File: config.mk
export PLATFORM = sky130hd
export DESIGN_NAME = ll_queue_top
export DESIGN_NICKNAME = d
export VERILOG_FILES = /design/src/ll_config_pkg.sv /design/src/ll_types_pkg.sv /design/src/pipelined_ram.sv /design/src/enq_arbiter.sv /design/src/free_list.sv /design/src/queue_table.sv /design/src/link_memory.sv /design/src/ll_queue_top.sv
export SDC_FILE = /design/constraint.sdc
export NUM_CORES = 1
export LEC_CHECK = 0
export BUFFER_PORTS_ARGS = -buffer_cell sky130_fd_sc_hd__clkbuf_2
export CAP_MARGIN = 25
export CORE_ASPECT_RATIO = 1.25
export CORE_UTILIZATION = 50
export CTS_CLUSTER_SIZE = 16
export DETAILED_ROUTE_END_ITERATION = 12
export PLACE_DENSITY_LB_ADDON = 0.1
export SYNTH_ARGS = -nofsm -noshare
export SYNTH_HDL_FRONTEND = slang
export SYNTH_SLANG_ARGS = --single-unit
File: constraint.sdc
create_clock -name clk -period 5.1 [get_ports clk]
set_input_delay 0.255 -clock clk [delete_from_list [all_inputs] [get_ports clk]]
set_output_delay 0.255 -clock clk [all_outputs]
set_load 0.02 [all_outputs]
File: src/ll_config_pkg.sv
`default_nettype none

package ll_config_pkg;

  // Buffer sizing
  localparam int NUM_QUEUES = 4;
  localparam int LL_DEPTH   = 16;
  localparam int DATA_WIDTH = 4;

  // RAM read latency, and one sub-list per cycle of a refill round trip
  localparam int READ_DELAY = 3;
  localparam int LANES      = READ_DELAY + 2;

  localparam int ADDR_WIDTH = $clog2(LL_DEPTH);
  localparam int CNT_WIDTH  = $clog2(LL_DEPTH + 1);
  localparam int QID_WIDTH  = $clog2(NUM_QUEUES);
  localparam int LANE_WIDTH = $clog2(LANES);

endpackage

`default_nettype wire

File: src/ll_types_pkg.sv
`default_nettype none

package ll_types_pkg;

  import ll_config_pkg::*;

  typedef logic [ADDR_WIDTH-1:0] addr_t;
  typedef logic [DATA_WIDTH-1:0] data_t;
  typedef logic [QID_WIDTH-1:0]  qid_t;
  typedef logic [CNT_WIDTH-1:0]  cnt_t;
  typedef logic [LANE_WIDTH-1:0] lane_t;

  typedef enum logic {FL_INIT, FL_RUN} fl_state_t;

  // Round-robin step through the sub-lists
  function automatic lane_t next_lane(lane_t lane);
    return (lane == lane_t'(LANES - 1)) ? '0 : lane + 1'b1;
  endfunction

endpackage

`default_nettype wire

File: src/pipelined_ram.sv
`timescale 1ns/100ps
`default_nettype none

module pipelined_ram #(
  parameter int WIDTH = 4,
  parameter int DEPTH = 16
) (
  input  logic                     clk,
  input  logic                     reset,
  input  logic                     wr_en,
  input  logic [$clog2(DEPTH)-1:0] wr_addr,
  input  logic [WIDTH-1:0]         wr_data,
  input  logic                     rd_en,
  input  logic [$clog2(DEPTH)-1:0] rd_addr,
  output logic [WIDTH-1:0]         rd_data
);

  import ll_config_pkg::*;

  logic [WIDTH-1:0]         mem [DEPTH];
  logic                     wr_en_q;
  logic [$clog2(DEPTH)-1:0] wr_addr_q;
  logic [WIDTH-1:0]         wr_data_q;
  logic [$clog2(DEPTH)-1:0] rd_addr_q;
  logic [READ_DELAY-2:0]    vld_pipe;
  logic [WIDTH-1:0]         dat_pipe [READ_DELAY-1];

  // Bit 0 is the registered read enable
  always_ff @(posedge clk) begin
    if (reset) begin
      wr_en_q  <= 1'b0;
      vld_pipe <= '0;
    end else begin
      wr_en_q  <= wr_en;
      vld_pipe <= {vld_pipe[READ_DELAY-3:0], rd_en};
    end
  end

  // Each stage only loads on a valid read, so the output holds between reads
  always_ff @(posedge clk) begin
    wr_addr_q <= wr_addr;
    wr_data_q <= wr_data;
    rd_addr_q <= rd_addr;
    if (wr_en_q) begin
      mem[wr_addr_q] <= wr_data_q;
    end
    if (vld_pipe[0]) begin
      dat_pipe[0] <= mem[rd_addr_q];
    end
    for (int i = 1; i < READ_DELAY - 1; i++) begin
      if (vld_pipe[i]) begin
        dat_pipe[i] <= dat_pipe[i-1];
      end
    end
  end

  assign rd_data = dat_pipe[READ_DELAY-2];

endmodule

`default_nettype wire

File: src/enq_arbiter.sv
`timescale 1ns/100ps
`default_nettype none

module enq_arbiter (
  input  logic                clk,
  input  logic                reset,
  input  logic                init_done,
  input  logic                enq_vld,
  input  logic                deq_vld,
  input  ll_types_pkg::qid_t  enq_id,
  input  ll_types_pkg::data_t enq_data,
  output logic                eff_enq,
  output ll_types_pkg::qid_t  eff_enq_id,
  output ll_types_pkg::data_t eff_enq_data
);

  import ll_types_pkg::*;

  logic  hold_vld;
  qid_t  hold_id;
  data_t hold_data;

  always_ff @(posedge clk) begin
    if (reset) begin
      hold_vld <= 1'b0;
    end else if (init_done) begin
      hold_vld <= enq_vld && deq_vld;
    end
  end

  always_ff @(posedge clk) begin
    if (enq_vld && deq_vld) begin
      hold_id   <= enq_id;
      hold_data <= enq_data;
    end
  end

  // Held enqueue wins, a lone one goes straight through
  assign eff_enq      = init_done && (hold_vld || (enq_vld && !deq_vld));
  assign eff_enq_id   = hold_vld ? hold_id : enq_id;
  assign eff_enq_data = hold_vld ? hold_data : enq_data;

endmodule

`default_nettype wire

File: src/free_list.sv
`timescale 1ns/100ps
`default_nettype none

module free_list (
  input  logic                clk,
  input  logic                reset,
  input  logic                eff_enq,
  input  logic                deq_vld,
  input  ll_types_pkg::addr_t push_addr,
  input  ll_types_pkg::addr_t next_rd_data,
  output logic                init_done,
  output ll_types_pkg::addr_t pop_addr,
  output logic                fl_link_wr,
  output ll_types_pkg::addr_t fl_link_addr,
  output ll_types_pkg::addr_t fl_link_data,
  output logic                fl_next_rd,
  output ll_types_pkg::addr_t fl_next_addr
);

  import ll_config_pkg::*;
  import ll_types_pkg::*;

  fl_state_t               state;
  cnt_t                    fl_cnt;
  cnt_t  [LANES-1:0]       lane_cnt;
  addr_t [LANES-1:0]       head_ptr;
  addr_t [LANES-1:0]       tail_ptr;
  lane_t                   head_lane;
  lane_t                   tail_lane;
  logic  [READ_DELAY-1:0]  rd_vld_sr;
  lane_t [READ_DELAY-1:0]  rd_lane_sr;
  logic                    push_en;
  addr_t                   push_val;
  logic                    tail_empty;

  // Init walk pushes every address in turn, same path as a dequeue
  assign init_done  = (state == FL_RUN);
  assign push_en    = (state == FL_INIT) || deq_vld;
  assign push_val   = (state == FL_INIT) ? addr_t'(fl_cnt) : push_addr;
  assign tail_empty = (lane_cnt[tail_lane] == '0);

  assign pop_addr     = head_ptr[head_lane];
  assign fl_link_wr   = push_en && !tail_empty;
  assign fl_link_addr = tail_ptr[tail_lane];
  assign fl_link_data = push_val;
  assign fl_next_rd   = eff_enq && (lane_cnt[head_lane] > cnt_t'(1));
  assign fl_next_addr = head_ptr[head_lane];

  always_ff @(posedge clk) begin
    if (reset) begin
      state     <= FL_INIT;
      fl_cnt    <= '0;
      lane_cnt  <= '0;
      head_lane <= '0;
      tail_lane <= '0;
    end else begin
      if ((state == FL_INIT) && (fl_cnt == cnt_t'(LL_DEPTH - 1))) begin
        state <= FL_RUN;
      end
      if (push_en) begin
        fl_cnt              <= fl_cnt + 1'b1;
        lane_cnt[tail_lane] <= lane_cnt[tail_lane] + 1'b1;
        tail_lane           <= next_lane(tail_lane);
      end else if (eff_enq) begin
        fl_cnt              <= fl_cnt - 1'b1;
        lane_cnt[head_lane] <= lane_cnt[head_lane] - 1'b1;
        head_lane           <= next_lane(head_lane);
      end
    end
  end

  // Tags follow the next-pointer read through the RAM
  always_ff @(posedge clk) begin
    if (reset) begin
      rd_vld_sr <= '0;
    end else begin
      rd_vld_sr <= {rd_vld_sr[READ_DELAY-2:0], fl_next_rd};
    end
  end

  always_ff @(posedge clk) begin
    rd_lane_sr <= {rd_lane_sr[READ_DELAY-2:0], head_lane};
  end

  always_ff @(posedge clk) begin
    if (push_en) begin
      tail_ptr[tail_lane] <= push_val;
      if (tail_empty) begin
        head_ptr[tail_lane] <= push_val;
      end
    end
    // Refill of a popped lane's head
    if (rd_vld_sr[READ_DELAY-1]) begin
      head_ptr[rd_lane_sr[READ_DELAY-1]] <= next_rd_data;
    end
  end

endmodule

`default_nettype wire

File: src/queue_table.sv
`timescale 1ns/100ps
`default_nettype none

module queue_table (
  input  logic                clk,
  input  logic                reset,
  input  logic                init_done,
  input  logic                eff_enq,
  input  ll_types_pkg::qid_t  eff_enq_id,
  input  logic                deq_vld,
  input  ll_types_pkg::qid_t  deq_id,
  input  ll_types_pkg::addr_t pop_addr,
  input  ll_types_pkg::addr_t next_rd_data,
  output ll_types_pkg::addr_t push_addr,
  output logic                q_link_wr,
  output ll_types_pkg::addr_t q_link_addr,
  output ll_types_pkg::addr_t q_link_data,
  output logic                q_next_rd,
  output ll_types_pkg::addr_t q_next_addr,
  output logic                data_rd,
  output ll_types_pkg::addr_t data_rd_addr
);

  import ll_config_pkg::*;
  import ll_types_pkg::*;

  cnt_t  [NUM_QUEUES-1:0][LANES-1:0] lane_cnt;
  addr_t [NUM_QUEUES-1:0][LANES-1:0] head_ptr;
  addr_t [NUM_QUEUES-1:0][LANES-1:0] tail_ptr;
  lane_t [NUM_QUEUES-1:0]            head_lane;
  lane_t [NUM_QUEUES-1:0]            tail_lane;
  logic  [READ_DELAY-1:0]            rd_vld_sr;
  lane_t [READ_DELAY-1:0]            rd_lane_sr;
  qid_t  [READ_DELAY-1:0]            rd_qid_sr;
  lane_t                             enq_lane;
  lane_t                             deq_lane;
  logic                              enq_empty;
  logic                              deq_go;

  assign enq_lane  = tail_lane[eff_enq_id];
  assign deq_lane  = head_lane[deq_id];
  assign enq_empty = (lane_cnt[eff_enq_id][enq_lane] == '0);
  assign deq_go    = init_done && deq_vld;

  // Enqueue links the new entry behind the lane's tail
  assign q_link_wr   = eff_enq && !enq_empty;
  assign q_link_addr = tail_ptr[eff_enq_id][enq_lane];
  assign q_link_data = pop_addr;

  // Dequeue reads and frees the lane's head
  assign push_addr    = head_ptr[deq_id][deq_lane];
  assign q_next_rd    = deq_go && (lane_cnt[deq_id][deq_lane] > cnt_t'(1));
  assign q_next_addr  = push_addr;
  assign data_rd      = deq_go;
  assign data_rd_addr = push_addr;

  always_ff @(posedge clk) begin
    if (reset) begin
      lane_cnt  <= '0;
      head_lane <= '0;
      tail_lane <= '0;
    end else if (eff_enq) begin
      lane_cnt[eff_enq_id][enq_lane] <= lane_cnt[eff_enq_id][enq_lane] + 1'b1;
      tail_lane[eff_enq_id]          <= next_lane(enq_lane);
    end else if (deq_go) begin
      lane_cnt[deq_id][deq_lane] <= lane_cnt[deq_id][deq_lane] - 1'b1;
      head_lane[deq_id]          <= next_lane(deq_lane);
    end
  end

  always_ff @(posedge clk) begin
    if (reset) begin
      rd_vld_sr <= '0;
    end else begin
      rd_vld_sr <= {rd_vld_sr[READ_DELAY-2:0], q_next_rd};
    end
  end

  always_ff @(posedge clk) begin
    rd_lane_sr <= {rd_lane_sr[READ_DELAY-2:0], deq_lane};
    rd_qid_sr  <= {rd_qid_sr[READ_DELAY-2:0], deq_id};
  end

  always_ff @(posedge clk) begin
    if (eff_enq) begin
      tail_ptr[eff_enq_id][enq_lane] <= pop_addr;
      if (enq_empty) begin
        head_ptr[eff_enq_id][enq_lane] <= pop_addr;
      end
    end
    // Next pointer of the old head becomes the new head
    if (rd_vld_sr[READ_DELAY-1]) begin
      head_ptr[rd_qid_sr[READ_DELAY-1]][rd_lane_sr[READ_DELAY-1]] <= next_rd_data;
    end
  end

endmodule

`default_nettype wire

File: src/link_memory.sv
`timescale 1ns/100ps
`default_nettype none

module link_memory (
  input  logic                clk,
  input  logic                reset,
  input  logic                init_done,
  input  logic                eff_enq,
  input  ll_types_pkg::data_t eff_enq_data,
  input  ll_types_pkg::addr_t pop_addr,
  input  logic                fl_link_wr,
  input  ll_types_pkg::addr_t fl_link_addr,
  input  ll_types_pkg::addr_t fl_link_data,
  input  logic                fl_next_rd,
  input  ll_types_pkg::addr_t fl_next_addr,
  input  logic                q_link_wr,
  input  ll_types_pkg::addr_t q_link_addr,
  input  ll_types_pkg::addr_t q_link_data,
  input  logic                q_next_rd,
  input  ll_types_pkg::addr_t q_next_addr,
  input  logic                data_rd,
  input  ll_types_pkg::addr_t data_rd_addr,
  output ll_types_pkg::addr_t next_rd_data,
  output ll_types_pkg::data_t deq_data
);

  import ll_config_pkg::*;
  import ll_types_pkg::*;

  logic  q_owns_wr;
  logic  ptr_wr_en;
  addr_t ptr_wr_addr;
  addr_t ptr_wr_data;
  logic  ptr_rd_en;
  addr_t ptr_rd_addr;

  // Free list writes while initialising or on dequeue, the queue on enqueue
  assign q_owns_wr   = init_done && eff_enq;
  assign ptr_wr_en   = q_owns_wr ? q_link_wr : fl_link_wr;
  assign ptr_wr_addr = q_owns_wr ? q_link_addr : fl_link_addr;
  assign ptr_wr_data = q_owns_wr ? q_link_data : fl_link_data;

  // Enqueue pops the free list, dequeue pops a queue
  assign ptr_rd_en   = eff_enq ? fl_next_rd : q_next_rd;
  assign ptr_rd_addr = eff_enq ? fl_next_addr : q_next_addr;

  pipelined_ram #(.WIDTH(ADDR_WIDTH), .DEPTH(LL_DEPTH)) next_ptr_ram (
    .clk     (clk),
    .reset   (reset),
    .wr_en   (ptr_wr_en),
    .wr_addr (ptr_wr_addr),
    .wr_data (ptr_wr_data),
    .rd_en   (ptr_rd_en),
    .rd_addr (ptr_rd_addr),
    .rd_data (next_rd_data)
  );

  pipelined_ram #(.WIDTH(DATA_WIDTH), .DEPTH(LL_DEPTH)) data_ram (
    .clk     (clk),
    .reset   (reset),
    .wr_en   (eff_enq),
    .wr_addr (pop_addr),
    .wr_data (eff_enq_data),
    .rd_en   (data_rd),
    .rd_addr (data_rd_addr),
    .rd_data (deq_data)
  );

endmodule

`default_nettype wire

File: src/ll_queue_top.sv
`timescale 1ns/100ps
`default_nettype none

module ll_queue_top (
  input  logic                clk,
  input  logic                reset,
  input  logic                enq_vld,
  input  ll_types_pkg::qid_t  enq_id,
  input  ll_types_pkg::data_t enq_data,
  input  logic                deq_vld,
  input  ll_types_pkg::qid_t  deq_id,
  output ll_types_pkg::data_t deq_data,
  output logic                init_done
);

  import ll_types_pkg::*;

  logic  eff_enq;
  qid_t  eff_enq_id;
  data_t eff_enq_data;
  addr_t pop_addr;
  addr_t push_addr;
  addr_t next_rd_data;
  logic  fl_link_wr;
  addr_t fl_link_addr;
  addr_t fl_link_data;
  logic  fl_next_rd;
  addr_t fl_next_addr;
  logic  q_link_wr;
  addr_t q_link_addr;
  addr_t q_link_data;
  logic  q_next_rd;
  addr_t q_next_addr;
  logic  data_rd;
  addr_t data_rd_addr;

  enq_arbiter enq_arbiter_inst (
    .clk          (clk),
    .reset        (reset),
    .init_done    (init_done),
    .enq_vld      (enq_vld),
    .deq_vld      (deq_vld),
    .enq_id       (enq_id),
    .enq_data     (enq_data),
    .eff_enq      (eff_enq),
    .eff_enq_id   (eff_enq_id),
    .eff_enq_data (eff_enq_data)
  );

  free_list free_list_inst (
    .clk          (clk),
    .reset        (reset),
    .eff_enq      (eff_enq),
    .deq_vld      (deq_vld),
    .push_addr    (push_addr),
    .next_rd_data (next_rd_data),
    .init_done    (init_done),
    .pop_addr     (pop_addr),
    .fl_link_wr   (fl_link_wr),
    .fl_link_addr (fl_link_addr),
    .fl_link_data (fl_link_data),
    .fl_next_rd   (fl_next_rd),
    .fl_next_addr (fl_next_addr)
  );

  queue_table queue_table_inst (
    .clk          (clk),
    .reset        (reset),
    .init_done    (init_done),
    .eff_enq      (eff_enq),
    .eff_enq_id   (eff_enq_id),
    .deq_vld      (deq_vld),
    .deq_id       (deq_id),
    .pop_addr     (pop_addr),
    .next_rd_data (next_rd_data),
    .push_addr    (push_addr),
    .q_link_wr    (q_link_wr),
    .q_link_addr  (q_link_addr),
    .q_link_data  (q_link_data),
    .q_next_rd    (q_next_rd),
    .q_next_addr  (q_next_addr),
    .data_rd      (data_rd),
    .data_rd_addr (data_rd_addr)
  );

  link_memory link_memory_inst (
    .clk          (clk),
    .reset        (reset),
    .init_done    (init_done),
    .eff_enq      (eff_enq),
    .eff_enq_data (eff_enq_data),
    .pop_addr     (pop_addr),
    .fl_link_wr   (fl_link_wr),
    .fl_link_addr (fl_link_addr),
    .fl_link_data (fl_link_data),
    .fl_next_rd   (fl_next_rd),
    .fl_next_addr (fl_next_addr),
    .q_link_wr    (q_link_wr),
    .q_link_addr  (q_link_addr),
    .q_link_data  (q_link_data),
    .q_next_rd    (q_next_rd),
    .q_next_addr  (q_next_addr),
    .data_rd      (data_rd),
    .data_rd_addr (data_rd_addr),
    .next_rd_data (next_rd_data),
    .deq_data     (deq_data)
  );

endmodule

`default_nettype wire

==> results.cfg <==
[outcome]
status = finished, final reports clean

[clock_tree]
cts_setup_buffers = 0
cts_tree = yes
cts_resized = 0
hold_buffers = 7
clock-sinks = 572
clk-insertion-delay-late_ps = 620
cts_buffers = 55
cts_root_buf = clkbuf_16
cts_buffer_depth = 3
htree_levels = 2
path_clk_slew_ps = 70

[worst_setup_path]
slowest_stage = and2_1
critPathArrivalTime_ps = 4870
endpoint_kind = flip-flop
reg2reg_slack_ps = 750
worstPathMaxFanout = 22
start_kind = flip-flop
r2r_end = queue_table_inst.head_ptr[41]
max_stage_delay_ps = 720
critPathRequiredTime_ps = 5620
crit_top_cell = a21oi_1
r2r_start = enq_arbiter_inst.hold_vld
reg2reg_depth = 11
crit_chain = mux2_4 > buf_4 > mux4_2 > mux2i_1 > o21ai_0 > a21oi_1 > ha_1 > nor3b_4 > and2_1 > a21oi_1 > o31ai_1
critPathKind = reg -> reg

[grt]
antenna_found_initial = 1
grt_pass1_vias = 18200
grt_max_degree = 99
grt_usage = 0.291
grt_pass1_wl_mm = 114
grt_overflow = 0

[power_and_ir_drop]
ir_worst_vdd_uv = 303
power_density_nw_per_um2 = 354
total_leakage_power_nw = 10.1

[final_layout]
area_growth_pct = 12.2
utilization = 0.569
nFillCells = 4160
layout-drive-gt1-share = 0.177
final_area_um2 = 28800
layout.nets = 2239

[synth]
synth_top_area_cell = edfxtp_1
ys_ff_latch = 572
yosysSeqAreaShare = 0.544
avgSynthCellArea_um2 = 11.7
yosysUniqueCellTypes = 64
synth.most_common_cell = dfxtp_1
postSynthNetCount = 2221
syn_inst = 2189
synth_top_area_frac = 0.293
syn_area_um2 = 25600
synthFlopType = dfxtp_1
synth_area_leaders = edfxtp_1 29%, dfxtp_1 25%, mux4_2 13%
synth_edf_count = 250
ys_warn_count = 0
async_flop_share = 0
synth.top_cells.by_count = 322 x dfxtp_1, 250 x edfxtp_1, 224 x nand2_1, 212 x nor2_1, 165 x a21oi_1

[sta]
slew_viol_final = 0
maxSlewHeadroom = 0.0896
finalCritPeriodShare = 0.853
min_period_ps = 4350
hold_slack_ps = 146
hold_viol = 0
tightest_slew_ps = 1370
setup_viol = 0
fmax_mhz = 230
rsz0062_at_grt = false
fin_tns_setup_ps = 0
skew_ps = 27.7

[route]
vias = 18500
drtPass1Iterations = 10
wl_per_cell_um = 25.9
drt_iter0_markers = 1888
antenna_left = 0
via_per_inst = 6.36
routed_wl_mm = 75.4
route.detailed.drc = 0

[floorplan]
io_pins = 17
fp.dieArea_um2 = 52200
initial_utilization = 0.507
core_um2 = 50500
die_h_um = 255
die_w_um = 205
rows = 92

[placed_design]
port_buffers = 16
dpl_cell_area_um2 = 26700
place_congestion = 1.00
place_hpwl_mm = 52.7

[hold_path]
hold_depth = 2
hold_path.class = in -> reg
hold_end = queue_table_inst.lane_cnt[35]
holdCritStartpoint = reset

[flow_run]
drv_cap = 0
-- logic make-up (layout without fill, tap and decap cells) --
logic type	count (synthesis)	after routing	synth area share
AOI/OAI and AO/OA	508	508	0.123
xor gates and xnor gates	14	14	0.00478
adders and majority gates	20	20	0.0101
buffers and inverters	186	251	0.0298
DFF	572	572	0.544
muxes	277	277	0.182
other	0	1	0
and+or+nand+nor	612	612	0.107
-- how the worst max path moves through the flow --
stage | start | end | slack [ps]
after global placement | deq_id[1] | free_list_inst.head_ptr[3] | -130
after CTS | enq_arbiter_inst.hold_vld | queue_table_inst.head_ptr[76] | 750
after detailed placement | enq_arbiter_inst.hold_vld | queue_table_inst.head_ptr[41] | 760
after global routing | enq_arbiter_inst.hold_vld | queue_table_inst.head_ptr[41] | 490
final | enq_arbiter_inst.hold_vld | queue_table_inst.head_ptr[41] | 750
after floorplan | enq_arbiter_inst.hold_vld | queue_table_inst.head_ptr[12] | 1470
-- flip-flops by register name (all words and copies together) (netlist names), 5 cells and up, named ones only --
register / cells
queue_table_inst.rd_lane_sr: 9
queue_table_inst.rd_qid_sr: 6
link_memory_inst.next_ptr_ram.dat_pipe: 8
free_list_inst.head_ptr: 20
queue_table_inst.head_ptr: 80
queue_table_inst.lane_cnt: 100
link_memory_inst.next_ptr_ram.mem: 64
queue_table_inst.tail_lane: 12
free_list_inst.lane_cnt: 25
free_list_inst.rd_lane_sr: 9
link_memory_inst.data_ram.mem: 64
free_list_inst.fl_cnt: 5
queue_table_inst.tail_ptr: 80
free_list_inst.tail_ptr: 20
queue_table_inst.head_lane: 12
link_memory_inst.data_ram.dat_pipe: 8
-- worst max-delay path, delay by kind of cell, from the launching register on --
family	cells	cell delay, ps
buffers and inverters	1	410
AOI/OAI and AO/OA	4	930
DFF	1	400
and+or+nand+nor	2	990
adders and majority gates	1	220
muxes	3	1250
-- cells in the final DEF (no fill, tap or decap), types with 14 or more instances in the layout --
cell type  synthesis  routed
a21oi_1          165     165
a221oi_1          27      27
a222oi_1          18      18
a22oi_1           96      96
buf_4              9      79
clkbuf_16          0      59
dfxtp_1          322     322
edfxtp_1         250     250
ha_1              19      19
inv_1             34      34
mux2i_1          116     115
mux4_2           149     149
nand2_1          224     224
nand3_1           24      24
nor2_1           212     212
nor2b_1           14      14
nor3_1            50      50
o21ai_0          107     105
o21ai_1           31      33
o31ai_1           21      21
-- report_power, final --
part	internal (mW)	switching [mW]	total, mW
Clock	2.48	1.81	4.29
Combinational	0.274	0.505	0.779
Sequential	4.99	0.123	5.11
Total	7.75	2.43	10.2
-- metrics by stage --
step | setup slack [ps] | instances | total power, mW
2_1_floorplan | 1470 | 2189 | 5.69
3_3_place_gp | -128 | 2787 | 5.96
3_5_place_dp | 761 | 2798 | 5.99
4_1_cts | 749 | 2909 | 10.2
5_1_grt | 489 | 2912 | 10.5
6_report | 750 | 2913 | 10.2
-- layout make-up --
| class | instances | area (um2) | area share |
|---|---|---|---|
| diodes | 1 | 2.50 | 0.0000870 |
| clock buffers | 73 | 1570 | 0.0545 |
| clock inverters | 31 | 343 | 0.0119 |
| inverters | 36 | 135 | 0.00470 |
| multi-input cells | 1431 | 11000 | 0.382 |
| flip-flops and latches | 572 | 14000 | 0.485 |
| well taps | 658 | 823 | 0.0286 |
| repair buffers | 111 | 967 | 0.0336 |
-- routing by layer --
layer / up-vias / routed length, um / track usage
li1: 8321 / - / -
met1: 9174 / 29200 / 0.355
met2: 838 / 37700 / 0.498
met3: 191 / 5110 / 0.0509
met4: 2 / 3370 / 0.140
met5: - / 12 / 0
Note: power is estimated with default switching activity, not from simulation.
